### config.mk
export PLATFORM = sky130hd
export DESIGN_NAME = bif_dpath_ldbctl
export DESIGN_NICKNAME = d
export VERILOG_FILES = /design/src/design/ldbctl_pkg.sv /design/src/design/bif_dpath_ldbctl.sv /design/src/design/ldb_output_stage.sv /design/src/design/pal_44304e.sv /design/src/design/pal_44303b.sv /design/src/design/pal_44302b.sv /design/src/design/bus_input_sync.sv
export SDC_FILE = /design/constraint.sdc
export NUM_CORES = 1
export LEC_CHECK = 0
export ABC_CLOCK_PERIOD_IN_PS = 1520
export BUFFER_PORTS_ARGS = -buffer_cell sky130_fd_sc_hd__clkbuf_2
export CAP_MARGIN = 15
export CORE_MARGIN = 5
export CORE_UTILIZATION = 45
export CTS_BUF_LIST = sky130_fd_sc_hd__clkbuf_2 sky130_fd_sc_hd__clkbuf_4 sky130_fd_sc_hd__clkbuf_8
export DETAILED_ROUTE_END_ITERATION = 8
export GPL_TIMING_DRIVEN = 0
export PLACE_DENSITY = 0.78
export SLEW_MARGIN = 20
export SYNTH_ARGS = -nofsm -noshare
export SYNTH_HDL_FRONTEND = slang
export SYNTH_SLANG_ARGS = --single-unit
### constraint.sdc
create_clock -name clk -period 1.52 [get_ports clk]
set_input_delay 0 -clock clk [delete_from_list [all_inputs] [get_ports clk]]
set_output_delay 0 -clock clk [all_outputs]
set_load 0.01 [all_outputs]
### src/design/ldbctl_pkg.sv
/* Shared types for the local/bus data-path control block: pin, sample, result and output
   structs, plus the inactive output values loaded at reset */
`default_nettype none

package ldbctl_pkg;

   // Input pins as they arrive on the connector
   typedef struct packed {
      logic cact_n;    // CPU active
      logic cgnt_n;    // CPU granted the bus
      logic bgnt_n;    // Bus granted
      logic gnt_n;     // Any grant
      logic eadr_n;    // CPU address onto the bus
      logic ebus_n;    // Enable bus drivers
      logic iod_n;     // IO data cycle
      logic iorq_n;    // IO request
      logic write;     // CPU write
      logic mwrite_n;  // Memory write
      logic mis0;      // Microinstruction select 0
      logic binput_n;  // Bus input direction
      logic bdry_n;    // Bus data ready
      logic bdap_n;    // Bus data acknowledge
      logic term_n;    // Bus cycle terminate
      logic rt_n;      // Bus retry
      logic ibapr_n;   // Incoming bus address present
      logic pd1;       // Test input, direction enables off
      logic pd3;       // Test input, strobe and bus active off
   } ldb_pins_t;

   // Registered pins, all active high, with the delayed tap copies
   typedef struct packed {
      logic cact;
      logic cgnt;
      logic bgnt;
      logic gnt;
      logic eadr;
      logic ebus;
      logic iod;
      logic iorq;
      logic write;
      logic mwrite;
      logic mis0;
      logic binput;
      logic bdry;      // Also serves as the 25 tap
      logic bdap;
      logic term;
      logic rt;
      logic ibapr;
      logic pd1;
      logic pd3;
      logic bdry50;    // One sample older than bdry
      logic bgnt50;
      logic cgnt50;
      logic binput50;
      logic bdap50;
   } ldb_sample_t;

   // Decoded results from the three PALs, active high
   typedef struct packed {
      logic bgnt_cact;  // Bus granted while CPU active
      logic cgnt_cact;  // CPU granted while CPU active
      logic emd;        // Enable memory data
      logic dstb;       // Data strobe
      logic cbwrite;    // CPU write cycle to bus
      logic wbd;        // Write bus direction
      logic wlbd;       // Write local bus direction
      logic dbapr;      // Delayed bus address present
      logic ebadr;      // Enable bus address
      logic clkbd;      // Clock bus data
      logic ebd;        // Enable bus data
   } ldb_ctl_t;

   // Same results at pin polarity
   typedef struct packed {
      logic bgntcact;
      logic cgntcact_n;
      logic emd_n;
      logic dstb_n;
      logic cbwrite_n;
      logic wbd_n;
      logic wlbd_n;
      logic dbapr;
      logic ebadr;
      logic clkbd;
      logic ebd_n;
   } ldb_out_t;

   // Every output driven to its inactive level
   localparam ldb_out_t LDB_OUT_RESET = '{
      bgntcact:   1'b0,
      cgntcact_n: 1'b1,
      emd_n:      1'b1,
      dstb_n:     1'b1,
      cbwrite_n:  1'b1,
      wbd_n:      1'b1,
      wlbd_n:     1'b1,
      dbapr:      1'b0,
      ebadr:      1'b0,
      clkbd:      1'b0,
      ebd_n:      1'b1
   };

endpackage

`default_nettype wire
### src/design/bif_dpath_ldbctl.sv
/* Top of the local/bus data-path control block. Pins in, registered control
   outputs out, two clocks of latency through the decode PALs */
`timescale 1ns/1ps
`default_nettype none

module bif_dpath_ldbctl (
   input  logic                  clk,
   input  logic                  reset,
   input  ldbctl_pkg::ldb_pins_t pins,
   output ldbctl_pkg::ldb_out_t  ldb_out
);

   import ldbctl_pkg::*;

   wire ldb_sample_t smp;   // Sampled pins and taps
   wire ldb_ctl_t    ctl;   // Decoded results
   wire              bact;  // Bus active state

   bus_input_sync u_input (
      .clk   (clk),
      .reset (reset),
      .pins  (pins),
      .smp   (smp)
   );

   pal_44302b u_pal_ulbc1 (
      .clk       (clk),
      .reset     (reset),
      .smp       (smp),
      .bgnt_cact (ctl.bgnt_cact),
      .cgnt_cact (ctl.cgnt_cact),
      .emd       (ctl.emd),
      .dstb      (ctl.dstb)
   );

   pal_44303b u_pal_ulbc2 (
      .smp     (smp),
      .bact    (bact),
      .cbwrite (ctl.cbwrite),
      .wbd     (ctl.wbd),
      .wlbd    (ctl.wlbd)
   );

   pal_44304e u_pal_ulbc3 (
      .clk   (clk),
      .reset (reset),
      .smp   (smp),
      .bact  (bact),
      .dbapr (ctl.dbapr),
      .ebadr (ctl.ebadr),
      .ebd   (ctl.ebd),
      .clkbd (ctl.clkbd)
   );

   ldb_output_stage u_output (
      .clk     (clk),
      .reset   (reset),
      .ctl     (ctl),
      .ldb_out (ldb_out)
   );

endmodule

`default_nettype wire

### src/design/ldb_output_stage.sv
/* Output side. Blocks bus and local drive when both are asked for, converts the
   results to pin polarity and registers them */
`timescale 1ns/1ps
`default_nettype none

module ldb_output_stage (
   input  logic                  clk,
   input  logic                  reset,
   input  ldbctl_pkg::ldb_ctl_t  ctl,
   output ldbctl_pkg::ldb_out_t  ldb_out
);

   import ldbctl_pkg::*;

   logic     contention;  // Both directions requested
   ldb_out_t out_next;

   assign contention = ctl.wbd & ctl.wlbd;

   always_comb begin
      out_next.bgntcact   = ctl.bgnt_cact;             // Active high pin
      out_next.cgntcact_n = ~ctl.cgnt_cact;
      out_next.emd_n      = ~ctl.emd;
      out_next.dstb_n     = ~ctl.dstb;
      out_next.cbwrite_n  = ~ctl.cbwrite;
      out_next.wbd_n      = ~(ctl.wbd & ~contention);  // Off on contention
      out_next.wlbd_n     = ~(ctl.wlbd & ~contention);
      out_next.dbapr      = ctl.dbapr;
      out_next.ebadr      = ctl.ebadr;
      out_next.clkbd      = ctl.clkbd;
      out_next.ebd_n      = ~ctl.ebd;
   end

   always_ff @(posedge clk) begin
      if (reset) begin
         ldb_out <= LDB_OUT_RESET;   // All drivers inactive
      end else begin
         ldb_out <= out_next;
      end
   end

endmodule

`default_nettype wire

### src/design/pal_44304e.sv
/* Bus-active state, bus address/data enables and the bus-data clock. Bus active
   starts on a fresh bus grant and lasts until the grant drops */
`timescale 1ns/1ps
`default_nettype none

module pal_44304e (
   input  logic                    clk,
   input  logic                    reset,
   input  ldbctl_pkg::ldb_sample_t smp,
   output logic                    bact,
   output logic                    dbapr,
   output logic                    ebadr,
   output logic                    ebd,
   output logic                    clkbd
);

   logic new_grant;   // Grant present, old tap still clear
   logic bact_next;
   logic new_ack;     // Data acknowledge edge

   assign new_grant = smp.bgnt & ~smp.bgnt50;

   // Hold while granted, pd3 clears
   assign bact_next = ~smp.pd3 & smp.bgnt & (bact | new_grant);

   always_ff @(posedge clk) begin
      if (reset) begin
         bact <= 1'b0;                 // Bus idle
      end else begin
         bact <= bact_next;
      end
   end

   // Incoming address present, masked once data is acknowledged
   assign dbapr = smp.ibapr & ~smp.bdap50 & ~smp.cgnt;

   // CPU address onto the bus
   assign ebadr = smp.cgnt & smp.ebus & smp.gnt;

   // Data drivers for bus cycles or CPU-owned bus
   assign ebd   = bact | (smp.cgnt & smp.ebus);

   assign new_ack = smp.bdap & ~smp.bdap50;   // High for one cycle only

   // Latch bus data on acknowledge of a read
   assign clkbd = bact & ~smp.mwrite & new_ack;

endmodule

`default_nettype wire

### src/design/pal_44303b.sv
/* Write-cycle decode and bus/local direction enables. Combinational, fed by the
   sampled pins and the bus-active state from the bus-active PAL */
`timescale 1ns/1ps
`default_nettype none

module pal_44303b (
   input  ldbctl_pkg::ldb_sample_t smp,
   input  logic                    bact,
   output logic                    cbwrite,
   output logic                    wbd,
   output logic                    wlbd
);

   logic cbwrite_dec;  // CPU write onto the bus
   logic cmwrite;      // CPU write to local memory
   logic test_off;

   assign test_off = smp.pd1;  // Forces all enables low

   // CPU granted, address out, not an IO data cycle
   assign cbwrite_dec = smp.cact & smp.cgnt & smp.eadr & smp.write & ~smp.iod;

   // CPU active without grant, writes locally
   assign cmwrite = smp.cact & ~smp.cgnt & smp.write & ~smp.mis0;

   assign cbwrite = cbwrite_dec & ~test_off;

   // Bus direction for CPU bus writes or bus output cycles
   assign wbd  = ~test_off & (cbwrite_dec | (bact & ~smp.binput50));

   // Local direction for local writes or bus input cycles
   assign wlbd = ~test_off & (cmwrite | (bact & smp.binput50));

endmodule

`default_nettype wire

### src/design/pal_44302b.sv
/* Grant and CPU-active decode, memory data enable and the data strobe state.
   The strobe sets on a fresh bus ready and holds until terminate or retry */
`timescale 1ns/1ps
`default_nettype none

module pal_44302b (
   input  logic                    clk,
   input  logic                    reset,
   input  ldbctl_pkg::ldb_sample_t smp,
   output logic                    bgnt_cact,
   output logic                    cgnt_cact,
   output logic                    emd,
   output logic                    dstb
);

   logic bdry25;       // One-cycle sampled ready
   logic new_ready;    // Rising bus ready under bus grant
   logic hold_strobe;  // Strobe stays until cycle ends
   logic dstb_next;

   assign bdry25 = smp.bdry;

   // Which master owns the bus while the CPU is active
   assign bgnt_cact = smp.bgnt & smp.cact;
   assign cgnt_cact = smp.cgnt & smp.cact;

   // Memory data only on a settled CPU grant, never for IO
   assign emd = ~smp.pd3
              & smp.cgnt
              & smp.cgnt50          // Grant held at least a cycle
              & ~smp.iorq;

   // Ready edge seen as 25 set and 50 still clear
   assign new_ready   = smp.bgnt & bdry25 & ~smp.bdry50;

   // Terminate or retry ends the strobe
   assign hold_strobe = dstb & ~smp.term & ~smp.rt;

   // Test input kills the strobe outright
   assign dstb_next   = ~smp.pd3 & (new_ready | hold_strobe);

   always_ff @(posedge clk) begin
      if (reset) begin
         dstb <= 1'b0;               // Strobe off
      end else begin
         dstb <= dstb_next;
      end
   end

endmodule

`default_nettype wire

### src/design/bus_input_sync.sv
/* Input side. Registers the connector pins as active-high flags and keeps one older
   sample of the signals that the board used to pick off delay-line taps */
`timescale 1ns/1ps
`default_nettype none

module bus_input_sync (
   input  logic                    clk,
   input  logic                    reset,
   input  ldbctl_pkg::ldb_pins_t   pins,
   output ldbctl_pkg::ldb_sample_t smp
);

   always_ff @(posedge clk) begin
      if (reset) begin
         smp <= '0;                       // Everything inactive
      end else begin
         // First stage, pin level straight to active high
         smp.cact     <= ~pins.cact_n;
         smp.cgnt     <= ~pins.cgnt_n;
         smp.bgnt     <= ~pins.bgnt_n;
         smp.gnt      <= ~pins.gnt_n;
         smp.eadr     <= ~pins.eadr_n;
         smp.ebus     <= ~pins.ebus_n;
         smp.iod      <= ~pins.iod_n;
         smp.iorq     <= ~pins.iorq_n;
         smp.write    <= pins.write;      // Already active high
         smp.mwrite   <= ~pins.mwrite_n;
         smp.mis0     <= pins.mis0;       // Already active high
         smp.binput   <= ~pins.binput_n;
         smp.bdry     <= ~pins.bdry_n;    // 25 tap equivalent
         smp.bdap     <= ~pins.bdap_n;
         smp.term     <= ~pins.term_n;
         smp.rt       <= ~pins.rt_n;
         smp.ibapr    <= ~pins.ibapr_n;
         smp.pd1      <= pins.pd1;
         smp.pd3      <= pins.pd3;

         // Second stage stands in for the 50 taps
         smp.bdry50   <= smp.bdry;        // Previous bus ready
         smp.bgnt50   <= smp.bgnt;        // Previous bus grant
         smp.cgnt50   <= smp.cgnt;        // Previous CPU grant
         smp.binput50 <= smp.binput;      // Direction settled one cycle
         smp.bdap50   <= smp.bdap;        // Previous data acknowledge
      end
   end

endmodule

`default_nettype wire

==> flow_metrics.env <==
export IMPL_outcome="completed"
export IMPL_start_util=0.469
export IMPL_hold_violations=0
export IMPL_synth_distinct_cells=23
export IMPL_required_ps=1730
export IMPL_fin_util=0.673
export IMPL_clk_path_buf_depth=2
export IMPL_grt_max_degree=12
export IMPL_drive_above_1_share=0.293
export IMPL_cpPeakStageDelay_ps=450
export IMPL_skew_ps=10.9
export IMPL_worst_hold_path_type="in -> reg"
export IMPL_ys_warnings_count=0
export IMPL_diodes=0
export IMPL_crit_type="reg -> reg"
export IMPL_drv_cap=0
export IMPL_insertion_delay_ps=330
export IMPL_ioPinCount=32
export IMPL_final_cell_mix="37 x dfxtp_1, 31 x clkbuf_2, 21 x nor2_1"
export IMPL_p_leak_uw=0.000654
export IMPL_core_area_um2=2190
export IMPL_rsz0062_at_grt="false"
export IMPL_die_h_um=57.8
export IMPL_syn_to_final_growth_pct=43.3
export IMPL_reg2regPathDepth=3
export IMPL_synth_top_area_share=0.720
export IMPL_grt_pass1_wl_um=3380
export IMPL_htreeDepth=2
export IMPL_cts_root_buf="clkbuf_4"
export IMPL_path_clk_slew_ps=110
export IMPL_cp_top_family="simple AND/OR/NAND/NOR gates"
export IMPL_dp_hpwl_um=1360
export IMPL_syn_area_um2=1030
export IMPL_synth_fp_nets=112
export IMPL_overflow=0
export IMPL_layout_commonest_cell="dfxtp_1"
export IMPL_synth_area_per_cell_um2=11.3
export IMPL_drt_iter0_drc=10
export IMPL_wl_um=1990
export IMPL_rows=17
export IMPL_end_kind="flop"
export IMPL_wl_per_cell_um=11.2
export IMPL_path_depth=3
export IMPL_path_cells="nand4_2 > o22ai_2 > or4_1"
export IMPL_setup_worst_path_start_class="flop"
export IMPL_cts_resized=0
export IMPL_finalSetupViolations=0
export IMPL_arrival_ps=1350
export IMPL_worstPathMaxFanout=5
export IMPL_min_path_cells=3
export IMPL_powerDensity_nw_per_um2=1100
export IMPL_ys_seq_elements=37
export IMPL_final_antenna_net_count=0
export IMPL_yosysSeqAreaShare=0.720
export IMPL_slew_viol_final=0
export IMPL_synthCells=91
export IMPL_ir_drop_mv=0.700
export IMPL_grt_usage=0.137
export IMPL_grt_antenna_before_repair=0
export IMPL_cp_slowest_cell="or4_1"
export IMPL_ys_top_cells_by_area="dfxtp_1 72%, nor2_1 7.7%, nor2b_1 4.3%"
export IMPL_io_buffer_count=31
export IMPL_post_route_drc_count=0
export IMPL_fillers=168
export IMPL_place_gp_congestion=0.682
export IMPL_worst_slew_pin_slew_ps=487
export IMPL_postCtsSetupBuffers=0
export IMPL_routed_via_density=4.57
export IMPL_cts_sinks=37
export IMPL_cts_tree="yes"
export IMPL_drt_pass1_iterations=4
export IMPL_maxSlewHeadroom=0.675
export IMPL_fmax_mhz=879
export IMPL_cts_buffers=5
export IMPL_yosys_area_top_type="dfxtp_1"
export IMPL_path_buf_inv=0
export IMPL_post_route_min_period_ps=1140
export IMPL_final_setup_tns_ps=0
export IMPL_die_area_um2=3340
export IMPL_dieWidth_um=57.8
export IMPL_num_vias=814
export IMPL_period_share=0.748
export IMPL_fin_nets=170
export IMPL_grt_pass1_vias=795
==> registers in the layout (all words and copies together), names as in the netlist <==
signal            count
u_input.smp          24
u_output.ldb_out     11
u_pal_ulbc1.dstb      1
u_pal_ulbc3.bact      1
==> cell type report <==
| type | instances | area, um2 | area share |
|---|---|---|---|
| multi-input combinational | 49 | 267 | 0.181 |
| timing repair buffer | 51 | 355 | 0.241 |
| clock buffer | 6 | 45.0 | 0.0306 |
| clock inverter | 2 | 10.0 | 0.00679 |
| inverter | 2 | 7.51 | 0.00509 |
| tap | 28 | 35.0 | 0.0238 |
| buffer | 3 | 13.8 | 0.00934 |
| sequential | 37 | 741 | 0.503 |
==> routing by layer <==
layer  part of all wire  track usage  vias up
met2               0.48        0.224       28
met3              0.087       0.0445        4
met5                  0            0        -
met1               0.41        0.152      374
met4              0.019       0.0894        0
li1                   -            -      408
==> power by group <==
| group | leakage [uW] | internal, uW | switching (uW) |
|---|---|---|---|
| clock | 0.0000354 | 194 | 290 |
| sequential | 0.000305 | 1010 | 17.7 |
| combinational | 0.000314 | 74.0 | 45.1 |
| total | 0.000654 | 1280 | 353 |
==> cells in the mapped netlist <==
cell type  count
a32oi_1        1
clkbuf_1       1
nor4_1         1
dfxtp_1       37
nor4b_1        1
nand4_2        1
inv_1          2
nor2b_2        1
buf_2          2
o22ai_2        1
a211oi_1       1
or4_1          1
and2_1         1
nand2_1        4
a2111oi_0      1
or2_1          1
nand3_1        2
a21oi_1        1
nor2b_1        7
nor2_1        21
nand3b_1       1
and3_1         1
nand2b_1       1
==> repair_timing <==
action                     4_1_cts  5_1_grt
hold buffers                    20        0
hold endpoints to repair        24        0
setup endpoints to repair        0        0
==> worst min-delay path, stage by stage <==
cell	delay, ps
dlygate4sd3_1	520
clkbuf_2	90
nor2_1	30
==> final timing paths <==
kind,start,end,slack (ps)
max,u_input.smp[22]$_SDFF_PP0_,u_output.ldb_out[4]$_SDFF_PP1_,380
min,pins[6],u_input.smp[11]$_SDFF_PP0_,350
max reg2reg,u_input.smp[22]$_SDFF_PP0_,u_output.ldb_out[4]$_SDFF_PP1_,380
min reg2reg,u_input.smp[14]$_SDFF_PP0_,u_output.ldb_out[1]$_SDFF_PP0_,400
==> logic make-up (layout without fill, tap and decap cells) <==
logic type / after synthesis / in the layout / synth area share
AND/OR/NAND/NOR: 44 / 44 / 0.218
AO/OA/AOI/OAI: 5 / 5 / 0.0414
buffers and inverters: 5 / 64 / 0.0207
flip-flops: 37 / 37 / 0.720
==> stage by stage <==
stage	hold slack [ps]	setup slack (ps)	instances	instance area, um2	power (uW)
2_1_floorplan	66.7	462	91	1030	1080
4_1_cts	332	372	178	1470	1650
3_5_place_dp	155	397	150	1220	1130
3_3_place_gp	152	411	150	1220	1120
6_report	348	383	178	1470	1630
5_1_grt	350	314	178	1470	1700
No activity file was read; power rests on OpenSTA's default activity.
